<file path="config.mk">
export PLATFORM = sky130hd
export DESIGN_NAME = ahb_biu_top
export DESIGN_NICKNAME = d
export VERILOG_FILES = /design/src/ahb_biu_pkg.sv /design/src/ahb_biu_top.sv /design/src/ahb_master.sv /design/src/req_fifo.sv /design/src/wb_req_capture.sv
export VERILOG_INCLUDE_DIRS = /design/src
export SDC_FILE = /design/constraint.sdc
export NUM_CORES = 1
export LEC_CHECK = 0
export BUFFER_PORTS_ARGS = -buffer_cell sky130_fd_sc_hd__buf_2
export CAP_MARGIN = 20
export CORE_MARGIN = 2
export CORE_UTILIZATION = 50
export CTS_CLUSTER_DIAMETER = 100
export DETAILED_ROUTE_END_ITERATION = 8
export PLACE_DENSITY_LB_ADDON = 0.2
export SLEW_MARGIN = 20
export SYNTH_ARGS = -nofsm -noshare
export SYNTH_HDL_FRONTEND = slang
export SYNTH_SLANG_ARGS = --single-unit
</file>
<file path="constraint.sdc">
create_clock -name HCLK -period 5.04 [get_ports HCLK]
set_clock_uncertainty 0.2 [all_clocks]
set_input_delay 1.26 -clock HCLK [delete_from_list [all_inputs] [get_ports HCLK]]
set_output_delay 1.26 -clock HCLK [all_outputs]
set_load 0.1 [all_outputs]
</file>
<file path="src/ahb_biu_consts.svh">
////////////////////////////////////////////////////////////
// AHB bus interface unit constants
// bus widths, request buffer depth and AHB3-Lite codes
////////////////////////////////////////////////////////////

`ifndef AHB_BIU_CONSTS_SVH
`define AHB_BIU_CONSTS_SVH

`define ADDR_W         32
`define DATA_W         32
`define REQ_DEPTH      4              // request buffer entries

// htrans codes, only single transfers are issued
`define HTRANS_IDLE    2'b00
`define HTRANS_NONSEQ  2'b10

`define HSIZE_BYTE     3'b000
`define HSIZE_HWORD    3'b001
`define HSIZE_WORD     3'b010

`define HBURST_SINGLE  3'b000
`define HPROT_DFLT     4'b0011        // data, privileged, non-buff, non-cache

// slave answers ERROR where (addr & mask) == base
`define ERR_BASE       32'h0000_1000
`define ERR_MASK       32'hffff_f000

`endif

</file>
<file path="src/ahb_biu_pkg.sv">
////////////////////////////////////////////////////////////
// AHB bus interface unit package
// vector types for the Wishbone and AHB sides and the
// data phase state of the AHB master
////////////////////////////////////////////////////////////

`include "ahb_biu_consts.svh"

package ahb_biu_pkg;

  //////////////////////////////////////////////////////////
  // bus vectors
  //////////////////////////////////////////////////////////

  // byte address, on AHB the low bits carry the lane offset
  typedef logic [`ADDR_W-1:0]   addr_t;

  typedef logic [`DATA_W-1:0]   data_t;     // one bus word

  // wishbone byte lane selects, one per data byte
  typedef logic [`DATA_W/8-1:0] sel_t;

  //////////////////////////////////////////////////////////
  // ahb control fields
  //////////////////////////////////////////////////////////

  typedef logic [2:0]           hsize_t;    // byte, hword, word
  typedef logic [1:0]           htrans_t;   // idle or nonseq here
  typedef logic [3:0]           hprot_t;

  //////////////////////////////////////////////////////////
  // master data phase
  //////////////////////////////////////////////////////////

  // busy from the accepted address phase until the
  // HREADY cycle that closes the data phase
  typedef enum logic
  {
    DP_IDLE = 1'b0,   // no transfer in data phase
    DP_BUSY = 1'b1    // data phase in progress
  } dphase_t;

endpackage

</file>
<file path="src/ahb_biu_top.sv">
////////////////////////////////////////////////////////////
// AHB bus interface unit top
// wishbone capture, request buffer and AHB3-Lite master
////////////////////////////////////////////////////////////

module ahb_biu_top
(
  input  logic                 HCLK,
  input  logic                 HRESETn,
  // wishbone classic slave port
  input  logic                 wb_cyc_i,
  input  logic                 wb_stb_i,
  input  logic                 wb_we_i,
  input  ahb_biu_pkg::addr_t   wb_adr_i,
  input  ahb_biu_pkg::data_t   wb_dat_i,
  input  ahb_biu_pkg::sel_t    wb_sel_i,
  output ahb_biu_pkg::data_t   wb_dat_o,
  output logic                 wb_ack_o,
  output logic                 wb_err_o,
  output logic                 wr_err_o,
  // AHB3-Lite master port
  output logic                 HSEL,
  output ahb_biu_pkg::addr_t   HADDR,
  output logic                 HWRITE,
  output ahb_biu_pkg::hsize_t  HSIZE,
  output logic [2:0]           HBURST,
  output ahb_biu_pkg::hprot_t  HPROT,
  output ahb_biu_pkg::htrans_t HTRANS,
  output logic                 HMASTLOCK,
  output ahb_biu_pkg::data_t   HWDATA,
  input  ahb_biu_pkg::data_t   HRDATA,
  input  logic                 HREADY,
  input  logic                 HRESP
);
  import ahb_biu_pkg::*;

  // push side
  logic   push;
  logic   push_we;
  addr_t  push_addr;
  hsize_t push_size;
  data_t  push_data;
  logic   full;
  // pop side, buffer head
  logic   pop;
  logic   empty;
  logic   head_we;
  addr_t  head_addr;
  hsize_t head_size;
  data_t  head_data;
  // completions back to the core side
  logic   rsp_valid;
  logic   rsp_we;
  logic   rsp_err;
  data_t  rsp_rdata;

  // wishbone pins and clock by name
  wb_req_capture u_capture
  (
    .push_o      (push),
    .push_we_o   (push_we),
    .push_addr_o (push_addr),
    .push_size_o (push_size),
    .push_data_o (push_data),
    .full_i      (full),
    .rsp_valid_i (rsp_valid),
    .rsp_we_i    (rsp_we),
    .rsp_err_i   (rsp_err),
    .rsp_rdata_i (rsp_rdata),
    .*
  );

  req_fifo u_fifo
  (
    .HCLK        (HCLK),
    .HRESETn     (HRESETn),
    .push_i      (push),
    .push_we_i   (push_we),
    .push_addr_i (push_addr),
    .push_size_i (push_size),
    .push_data_i (push_data),
    .full_o      (full),
    .pop_i       (pop),
    .empty_o     (empty),
    .head_we_o   (head_we),
    .head_addr_o (head_addr),
    .head_size_o (head_size),
    .head_data_o (head_data)
  );

  // AHB pins and clock by name
  ahb_master u_master
  (
    .empty_i     (empty),
    .head_we_i   (head_we),
    .head_addr_i (head_addr),
    .head_size_i (head_size),
    .head_data_i (head_data),
    .pop_o       (pop),
    .rsp_valid_o (rsp_valid),
    .rsp_we_o    (rsp_we),
    .rsp_err_o   (rsp_err),
    .rsp_rdata_o (rsp_rdata),
    .*
  );

endmodule

</file>
<file path="src/ahb_master.sv">
////////////////////////////////////////////////////////////
// AHB3-Lite master
// turns buffered requests into single transfers with
// overlapped address and data phases; on an ERROR response
// the pending address phase is cancelled and reissued
////////////////////////////////////////////////////////////

`include "ahb_biu_consts.svh"

module ahb_master
(
  input  logic                 HCLK,
  input  logic                 HRESETn,
  // request buffer head
  input  logic                 empty_i,
  input  logic                 head_we_i,
  input  ahb_biu_pkg::addr_t   head_addr_i,
  input  ahb_biu_pkg::hsize_t  head_size_i,
  input  ahb_biu_pkg::data_t   head_data_i,
  output logic                 pop_o,
  // completion, one strobe per transfer
  output logic                 rsp_valid_o,
  output logic                 rsp_we_o,
  output logic                 rsp_err_o,
  output ahb_biu_pkg::data_t   rsp_rdata_o,
  // AHB3-Lite master port
  output logic                 HSEL,
  output ahb_biu_pkg::addr_t   HADDR,
  output logic                 HWRITE,
  output ahb_biu_pkg::hsize_t  HSIZE,
  output logic [2:0]           HBURST,
  output ahb_biu_pkg::hprot_t  HPROT,
  output ahb_biu_pkg::htrans_t HTRANS,
  output logic                 HMASTLOCK,
  output ahb_biu_pkg::data_t   HWDATA,
  input  ahb_biu_pkg::data_t   HRDATA,
  input  logic                 HREADY,
  input  logic                 HRESP
);
  import ahb_biu_pkg::*;

  dphase_t dp_state;
  logic    dp_we;         // write flag of data phase transfer
  data_t   dp_wdata;      // drives HWDATA
  data_t   ap_wdata;      // write data riding with address phase
  logic    ap_nonseq;
  logic    reissue;       // cancelled address phase to present again
  logic    err_first;     // first cycle of the error response

  assign ap_nonseq = HTRANS == `HTRANS_NONSEQ;
  assign err_first = (dp_state == DP_BUSY) & ~HREADY & HRESP;

  // head taken in the cycle its address phase starts
  assign pop_o     = HREADY & ~reissue & ~empty_i;

  ////////////////////////////////////////////////////////////
  // fixed transfer attributes
  ////////////////////////////////////////////////////////////

  assign HBURST    = `HBURST_SINGLE;   // no bursts from wishbone classic
  assign HPROT     = `HPROT_DFLT;
  assign HMASTLOCK = 1'b0;
  assign HWDATA    = dp_wdata;

  ////////////////////////////////////////////////////////////
  // address phase and data phase tracking
  ////////////////////////////////////////////////////////////

  always_ff @(posedge HCLK, negedge HRESETn)
    if (!HRESETn)
    begin
      HSEL     <= 1'b0;
      HTRANS   <= `HTRANS_IDLE;
      HADDR    <= '0;
      HWRITE   <= 1'b0;
      HSIZE    <= `HSIZE_WORD;
      dp_state <= DP_IDLE;
      dp_we    <= 1'b0;
      reissue  <= 1'b0;
    end
    else if (HREADY)
    begin
      // presented address phase moves into data phase
      dp_state <= ap_nonseq ? DP_BUSY : DP_IDLE;
      dp_we    <= HWRITE;
      if (reissue)                    // address regs still hold it
      begin
        HSEL    <= 1'b1;
        HTRANS  <= `HTRANS_NONSEQ;
        reissue <= 1'b0;
      end
      else if (!empty_i)
      begin
        HSEL   <= 1'b1;
        HTRANS <= `HTRANS_NONSEQ;
        HADDR  <= head_addr_i;
        HWRITE <= head_we_i;
        HSIZE  <= head_size_i;
      end
      else
      begin
        HSEL   <= 1'b0;
        HTRANS <= `HTRANS_IDLE;
      end
    end
    else if (err_first)
    begin
      // idle during the second error cycle
      HSEL    <= 1'b0;
      HTRANS  <= `HTRANS_IDLE;
      reissue <= ap_nonseq;
    end

  // write data follows its transfer one phase behind
  always_ff @(posedge HCLK)
  begin
    if (pop_o)
      ap_wdata <= head_data_i;
    if (HREADY && ap_nonseq)
      dp_wdata <= ap_wdata;
  end

  // data phase ends on HREADY, error or not
  assign rsp_valid_o = (dp_state == DP_BUSY) & HREADY;
  assign rsp_we_o    = dp_we;
  assign rsp_err_o   = HRESP;
  assign rsp_rdata_o = HRDATA;

endmodule

</file>
<file path="src/req_fifo.sv">
////////////////////////////////////////////////////////////
// Request buffer
// synchronous FIFO of bus requests between the Wishbone
// capture and the AHB master, push and pop in one cycle
////////////////////////////////////////////////////////////

`include "ahb_biu_consts.svh"

module req_fifo
#(
  parameter int DEPTH = `REQ_DEPTH      // power of two
)
(
  input  logic                 HCLK,
  input  logic                 HRESETn,
  input  logic                 push_i,
  input  logic                 push_we_i,
  input  ahb_biu_pkg::addr_t   push_addr_i,
  input  ahb_biu_pkg::hsize_t  push_size_i,
  input  ahb_biu_pkg::data_t   push_data_i,
  output logic                 full_o,
  input  logic                 pop_i,
  output logic                 empty_o,
  output logic                 head_we_o,
  output ahb_biu_pkg::addr_t   head_addr_o,
  output ahb_biu_pkg::hsize_t  head_size_o,
  output ahb_biu_pkg::data_t   head_data_o
);
  import ahb_biu_pkg::*;

  localparam int AW = $clog2(DEPTH);

  logic [DEPTH-1:0] we_q;
  addr_t            addr_q [DEPTH];
  hsize_t           size_q [DEPTH];
  data_t            data_q [DEPTH];
  logic [AW-1:0]    wr_ptr;
  logic [AW-1:0]    rd_ptr;
  logic [AW:0]      count;           // one bit wider, holds DEPTH
  logic             do_push;
  logic             do_pop;

  assign full_o  = count == (AW+1)'(DEPTH);
  assign empty_o = count == '0;
  assign do_push = push_i & ~full_o;
  assign do_pop  = pop_i & ~empty_o;

  always_ff @(posedge HCLK, negedge HRESETn)
    if (!HRESETn)
    begin
      wr_ptr <= '0;
      rd_ptr <= '0;
      count  <= '0;
    end
    else
    begin
      if (do_push) wr_ptr <= wr_ptr + 1'b1;   // wraps at DEPTH
      if (do_pop)  rd_ptr <= rd_ptr + 1'b1;
      case ({do_push, do_pop})
        2'b10:   count <= count + 1'b1;
        2'b01:   count <= count - 1'b1;
        default: ;                            // both or none
      endcase
    end

  // entry storage
  always_ff @(posedge HCLK)
    if (do_push)
    begin
      we_q[wr_ptr]   <= push_we_i;
      addr_q[wr_ptr] <= push_addr_i;
      size_q[wr_ptr] <= push_size_i;
      data_q[wr_ptr] <= push_data_i;
    end

  assign head_we_o   = we_q[rd_ptr];
  assign head_addr_o = addr_q[rd_ptr];
  assign head_size_o = size_q[rd_ptr];
  assign head_data_o = data_q[rd_ptr];

endmodule

</file>
<file path="src/wb_req_capture.sv">
////////////////////////////////////////////////////////////
// Wishbone request capture
// wishbone classic slave in front of the request buffer;
// posts writes with an immediate ack, holds reads until
// the AHB response returns, flags illegal byte selects
////////////////////////////////////////////////////////////

`include "ahb_biu_consts.svh"

module wb_req_capture
(
  input  logic                 HCLK,
  input  logic                 HRESETn,
  // wishbone classic slave
  input  logic                 wb_cyc_i,
  input  logic                 wb_stb_i,
  input  logic                 wb_we_i,
  input  ahb_biu_pkg::addr_t   wb_adr_i,
  input  ahb_biu_pkg::data_t   wb_dat_i,
  input  ahb_biu_pkg::sel_t    wb_sel_i,
  output ahb_biu_pkg::data_t   wb_dat_o,
  output logic                 wb_ack_o,
  output logic                 wb_err_o,
  output logic                 wr_err_o,      // sticky posted write error
  // request buffer push
  output logic                 push_o,
  output logic                 push_we_o,
  output ahb_biu_pkg::addr_t   push_addr_o,
  output ahb_biu_pkg::hsize_t  push_size_o,
  output ahb_biu_pkg::data_t   push_data_o,
  input  logic                 full_i,
  // transfer responses, in issue order
  input  logic                 rsp_valid_i,
  input  logic                 rsp_we_i,
  input  logic                 rsp_err_i,
  input  ahb_biu_pkg::data_t   rsp_rdata_i
);
  import ahb_biu_pkg::*;

  logic       req;        // new cycle on the bus
  logic       rd_wait;    // read in flight
  logic       sel_ok;
  logic [1:0] byte_off;   // lowest active lane
  hsize_t     sel_size;

  // select decode; only naturally aligned lane groups
  always_comb
  begin
    sel_ok   = 1'b1;
    byte_off = 2'd0;
    sel_size = `HSIZE_BYTE;
    case (wb_sel_i)
      4'b0001: byte_off = 2'd0;
      4'b0010: byte_off = 2'd1;
      4'b0100: byte_off = 2'd2;
      4'b1000: byte_off = 2'd3;
      4'b0011: sel_size = `HSIZE_HWORD;
      4'b1100:
      begin
        byte_off = 2'd2;
        sel_size = `HSIZE_HWORD;
      end
      4'b1111: sel_size = `HSIZE_WORD;
      default: sel_ok   = 1'b0;
    endcase
  end

  // stb is still up in the answer cycle, skip it
  assign req         = wb_cyc_i & wb_stb_i & ~wb_ack_o & ~wb_err_o & ~rd_wait;
  assign push_o      = req & sel_ok & ~full_i;
  assign push_we_o   = wb_we_i;
  assign push_addr_o = {wb_adr_i[`ADDR_W-1:2], byte_off};
  assign push_size_o = sel_size;
  assign push_data_o = wb_dat_i;    // lanes already in place

  always_ff @(posedge HCLK, negedge HRESETn)
    if (!HRESETn)
    begin
      wb_ack_o <= 1'b0;
      wb_err_o <= 1'b0;
      wr_err_o <= 1'b0;
      rd_wait  <= 1'b0;
    end
    else
    begin
      wb_ack_o <= push_o & push_we_o;   // posted write
      wb_err_o <= req & ~sel_ok;        // illegal select
      if (push_o && !push_we_o)
        rd_wait <= 1'b1;
      if (rsp_valid_i && !rsp_we_i)     // read completes
      begin
        rd_wait  <= 1'b0;
        wb_ack_o <= ~rsp_err_i;
        wb_err_o <= rsp_err_i;
      end
      if (rsp_valid_i && rsp_we_i && rsp_err_i)
        wr_err_o <= 1'b1;               // held until reset
    end

  // read data, valid with the ack
  always_ff @(posedge HCLK)
    if (rsp_valid_i && !rsp_we_i)
      wb_dat_o <= rsp_rdata_i;

endmodule
</file>
Yosys cells after proc, flatten, opt, wreduce, memory -nomap -nowiden. Memory sizes are Yosys's and may differ from the RTL's. A register that Yosys moved wholly into a read port is not among the register bits. Cells that the tools add are included.

Word-level logic and storage cells: 106. Flip-flop bits (word level): 89. Output and inout port bits: 114. Bits of input ports: 107. Memories kept: 3. Memory bits (writable): 264.

Eq/ne operators: 11. Bitwise operators: 24. Muxes and demuxes: 26. $add $sub $neg: 4. Reductions and logical operators: 18. $lt $le $gt $ge: 3.

Memory list: u_fifo.addr_q (depth 4, width 32, rd ports 1, clocked after Yosys merged registers in 1, wr ports 1, line req_fifo.sv:34) `addr_t addr_q [DEPTH];`; u_fifo.data_q (depth 4, width 32, rd ports 1, clocked after Yosys merged registers in 1, wr ports 1, line req_fifo.sv:36) `data_t data_q [DEPTH];`; u_fifo.size_q (depth 4, width 2, rd ports 1, clocked after Yosys merged registers in 1, wr ports 1, line req_fifo.sv:35) `hsize_t size_q [DEPTH];`.

Operators with widths (count): $mux 1 (16); $and 1x1->1 (15); $eq 4x4->1 const B (3); $not 1->1 (9); $eq 4x2->1 const B (2); $mux 2 (4); $reduce_or 7->1 (1); $logic_and 1x1->1 (6); $lt 2x3->1 const B (2); $pmux 2 s3 (1); $pmux 3 s2 (1); $reduce_bool 2->1 (3); $add 2x1->2 const B (2); $bwmux 4 (1); $eq 2x2->1 const B (2); $eq 4x1->1 const B (1); $eq 4x3->1 const B (1); $logic_not 1->1 (4); $pmux 2 s2 (1); $reduce_or 2->1 (2); $add 3x1->3 const B (1); $eq 3x3->1 const B (1); $logic_not 3->1 (1); $reduce_and 3->1 (1); 5 further kinds (5).

Logic depth before layout (Yosys ltp).
Depth after elaboration: 9. Depth in mapped cells: 9. Depth with buffers taken out: 9.

Hierarchy. From an unflattened synthesis, not the netlist that was laid out.

Cells, all modules: 720. Area, all modules: 15976.6 µm².

Modules (own cells, without submodules): req_fifo (times used 1, cells an instance 393, area each 10314.9 µm², sequential area each 8343.0 µm²); ahb_master (times used 1, cells an instance 201, area each 3943.8 µm², sequential area each 2924.1 µm²); wb_req_capture (times used 1, cells an instance 126, area each 1717.9 µm², sequential area each 1061.0 µm²).

Worst setup path before layout. No wires, ideal clock.

Kind: input-to-reg. From: input port wb_cyc_i. To: memory u_fifo.addr_q[0][0] in the netlist's numbering (enable). Arrival: 3.026 ns. Stages on the path: 4. Slack: 1.419 ns. Buffers on the path: 0. Required time: 4.445 ns. Setup time: 0.395 ns. Path through: nand2_1 -> or4_4 -> a221oi_4 -> and2_2.

Longest elaborated chain between the ends: 9.

RTL lines: start, declared (line ahb_biu_top.sv:11) `input logic wb_cyc_i,`; $and 1x1->1 (4 in a row) (line wb_req_capture.sv:69) `assign req = wb_cyc_i & wb_stb_i & ~wb_ack_o & ~wb_err_o & ~rd_wait;`; $and 1x1->1 (2 in a row) (line wb_req_capture.sv:70) `assign push_o = req & sel_ok & ~full_i;`; $and 1x1->1 (line req_fifo.sv:45) `assign do_push = push_i & ~full_o;`; $mux 1 (line req_fifo.sv:68) `if (do_push)`; $mux 1 (implied by the code) (line req_fifo.sv:71) `addr_q[wr_ptr] <= push_addr_i;`; end, declared (line req_fifo.sv:34).

Every way passes these cells.

Worst setup path after layout.
From: input port wb_cyc_i. To: register u_fifo.count[2].

Longest elaborated chain between the ends: 9. Elaborated cells between the ends (all ways): 11. Those cells by class: eq/ne: 2; mux: 1; bitwise: 7; reduce/logical: 1.

RTL lines: $and 1x1->1 * (4 in a row) (line wb_req_capture.sv:69); $and 1x1->1 * (2 in a row) (line wb_req_capture.sv:70); $and 1x1->1 * (line req_fifo.sv:45); $eq 2x1->1 / $eq 2x2->1 (equally long branches) (line req_fifo.sv:59) `case ({do_push, do_pop})`; $pmux 3 s2 / $reduce_bool 2->1 (equally long branches); end signal, assigned (line req_fifo.sv:60) `2'b10: count <= count + 1'b1;`; end signal, assigned (line req_fifo.sv:61) `2'b01: count <= count - 1'b1;`; end, declared (line req_fifo.sv:39) `logic [AW:0] count;`.

Every way passes the cells marked *; elsewhere a longest branch is shown, timed or not. A chain may end at the register's enable or synchronous reset.

==> results.json <==
{
  "gp_congestion": 0.7347,
  "setup_viol": 0,
  "fin_area_sq_um": 17640,
  "final_util_pct": 61.13,
  "io_pins": 221,
  "final_hold_viol_count": 0,
  "clk-insertion-delay-late_ns": 0.52,
  "cts_buffers": 41,
  "rsz0062_at_grt": "false",
  "cp.arrival_ns": 3.53,
  "track_usage_pct": 18.13,
  "swShare_pct": 36.96,
  "detail-route-antenna-nets": 0,
  "critical_path_class": "in2reg",
  "wl_per_cell_microns": 21.47,
  "path_max_fanout": 9,
  "ys_warn_count": 0,
  "cts.clk_slew.worst_paths_ns": 0.06,
  "drive_above_1_share_pct": 46.43,
  "setup_tns_ns": 0,
  "p_sw_mw": 4.161,
  "die_area_sq_um": 30870,
  "worst_pin_slew_ns": 1.092,
  "cellInternalPower_mw": 7.097,
  "leakage_nw": 6.295,
  "grt_pass1_vias": 7294,
  "maxSlewHeadroom_pct": 27.22,
  "synth_top_family_by_area": "multiplexers",
  "grt_max_degree": 70,
  "pwr_density_cell_nw_per_um2": 638.2,
  "whs_ns": 0.2166,
  "slew_viol_final": 0,
  "routed_wl_mm": 27.25,
  "cts-root-buf": "clkbuf_16",
  "yosys.area_share.adder_pct": 0.5602,
  "dieHeight_microns": 175.7,
  "synthFlopType": "edfxtp_1",
  "cts_setup_buffers": 0,
  "worst_slack_ns": 1.758,
  "core.rowCount": 62,
  "place_area_sq_um": 16250,
  "syn_to_final_growth_pct": 19.67,
  "clock-sinks": 414,
  "ys_seq_area_share_pct": 82.64,
  "final_nets": 963,
  "coreArea_sq_um": 28860,
  "vias": 6704,
  "post-place-ws_ns": 1.203,
  "synth-seq-cells": 414,
  "gr-total-overflow": 0,
  "seq_power_share_pct": 42.4,
  "maxCapViolCount": 0,
  "clk_path_buf_depth": 3,
  "status": "finished clean",
  "die_w_microns": 175.7,
  "synth_edf_count": 364,
  "r2r_cells": 8,
  "synth_area_sq_um": 14740,
  "antenna_found_initial": 2,
  "ff_latch_area_sq_um": 12190,
  "ir_drop_mv": 0.4962,
  "cp-end-kind": "flop",
  "min_period_ns": 3.282,
  "synth_mux_area_share_pct": 13.31,
  "dr.pass1.iters": 4,
  "synth_simple_gate_area_share_pct": 0.9846,
  "fin_cells": 1269,
  "drt_iter0_drc": 415,
  "synth-async-reset-ratio_pct": 12.08,
  "hp-class": "reg2reg",
  "cp-start-kind": "input port",
  "placed_cells": 1191,
  "syn_avg_cell_area_sq_um": 24.21,
  "synth-compound-area-share_pct": 0.6196,
  "ys_types": 36,
  "cts_tree": "built",
  "multiInputGateArea_sq_um": 2391,
  "drc_errors": 0,
  "htreeDepth": 2,
  "nFillCells": 2079,
  "cp_data_required_time_ns": 5.29,
  "synth_cells": 609,
  "cts_resized": 0,
  "p_clk_share_pct": 26.9,
  "pwr-share-comb_pct": 30.6,
  "vias_per_cell": 5.283,
  "power_mw": 11.26,
  "start_util_pct": 51.08,
  "holdPathStages": 0,
  "port_buffers": 208,
  "synthXorXnorAreaFrac_pct": 0.4159,
  "cts-hold-fix-buffers": 0,
  "fmax_mhz": 304.7,
  "dp_hpwl_mm": 16.49,
  "grt_first_pass_wirelength_mm": 41.93,
  "fin_crit_sh_pct": 65.12
}
synth_stat cells, types with 2 or more instances:
master / instances / area [sq um]
nor2_1: 5 / 18.77
a31o_2: 2 / 17.52
mux4_2: 67 / 1509
nor3_1: 3 / 15.01
mux2_2: 38 / 427.9
a21oi_1: 3 / 15.01
conb_1: 2 / 7.510
buf_4: 15 / 112.6
clkbuf_1: 5 / 18.77
nand2_1: 6 / 22.52
xor2_1: 2 / 17.52
edfxtp_1: 364 / 10930
ha_1: 5 / 62.56
inv_1: 5 / 18.77
xnor2_1: 5 / 43.79
dfrtp_1: 49 / 1226
and2_2: 4 / 30.03
buf_2: 11 / 55.05
worst paths after layout:
| kind | to | slack [ns] | start |
|---|---|---|---|
| max | u_fifo.count[2] | 1.76 | wb_cyc_i |
| min | u_master.HWDATA[27] | 0.22 | u_master.ap_wdata[27] |
| max reg2reg | u_fifo.count[2] | 2.15 | u_capture.wb_ack_o |
| min reg2reg | u_master.HWDATA[27] | 0.22 | u_master.ap_wdata[27] |
| max in group asynchronous | u_master.HSIZE[1] | 3.07 | HRESETn |
| min in group asynchronous | u_master.HADDR[25] | 0.70 | HRESETn |
cell type report:
cell class                 count  area share (%)
inverter                       5          0.1064
antenna                        2         0.02837
tap                          384           2.724
multi-input combinational    166           13.55
clock buffer                  56           6.781
sequential                   414           69.10
clock inverter                20           1.064
timing repair buffer         222           6.639
metal layers:
layer  vias to the layer above  global-route usage [%]  wire, microns
met5                         -                       0              0
met4                         0                   4.821            542
met3                        39                   4.394           1693
met2                       202                   30.81          13760
met1                      3497                   23.71          11260
li1                       2966                       -              -
registers in the layout, indices dropped and copies added (netlist names), 2 cells and up:
name,flops
u_fifo.we_q,4
u_fifo.wr_ptr,2
u_fifo.data_q,128
u_fifo.rd_ptr,2
u_fifo.count,3
u_master.HWDATA,32
u_master.HADDR,32
u_capture.wb_dat_o,32
u_fifo.addr_q,128
u_fifo.size_q,8
u_master.HSIZE,2
u_master.ap_wdata,32
worst max-delay path: stages:
cell and delay (ns):
buf_2 0.08, nand2_1 0.07, or4_4 0.46, a221oi_4 0.44, inv_1 0.10, ha_1 0.24
fa_1 0.44, xnor2_1 0.13, nor2_1 0.12, xor2_1 0.17
power by group through the flow:
stage	Sequential (mW)	Clock (mW)	Combinational (mW)
after floorplan	6.40	0	1.25
after global placement	4.83	0	3.43
after detailed placement	4.86	0	3.48
after CTS	4.80	3.11	3.49
after global routing	4.86	3.25	3.59
final	4.78	3.03	3.45
logic make-up after synthesis:
| family | count (synthesis) |
|---|---|
| buf+inv | 37 |
| fa+ha+maj | 6 |
| simple gates | 26 |
| xor+xnor | 7 |
| compound gates | 10 |
| other cells | 2 |
| flops | 414 |
| mux | 107 |
placed cells by master (no fill, tap or decap), types with 4 or more instances in the layout:
cell type / synthesis / layout
ha_1: 5 / 5
nand2_1: 6 / 6
inv_1: 5 / 4
nor2_1: 5 / 5
xnor2_1: 5 / 5
clkbuf_1: 5 / 7
buf_2: 11 / 208
mux4_2: 67 / 67
buf_4: 15 / 12
dfrtp_1: 49 / 47
edfxtp_1: 364 / 364
and2_4: 0 / 4
clkbuf_16: 0 / 44
mux2_2: 38 / 38
clkinv_2: 0 / 11
conb_1: 2 / 10
clkbuf_8: 0 / 5
No activity file was read; power rests on OpenSTA's default activity.
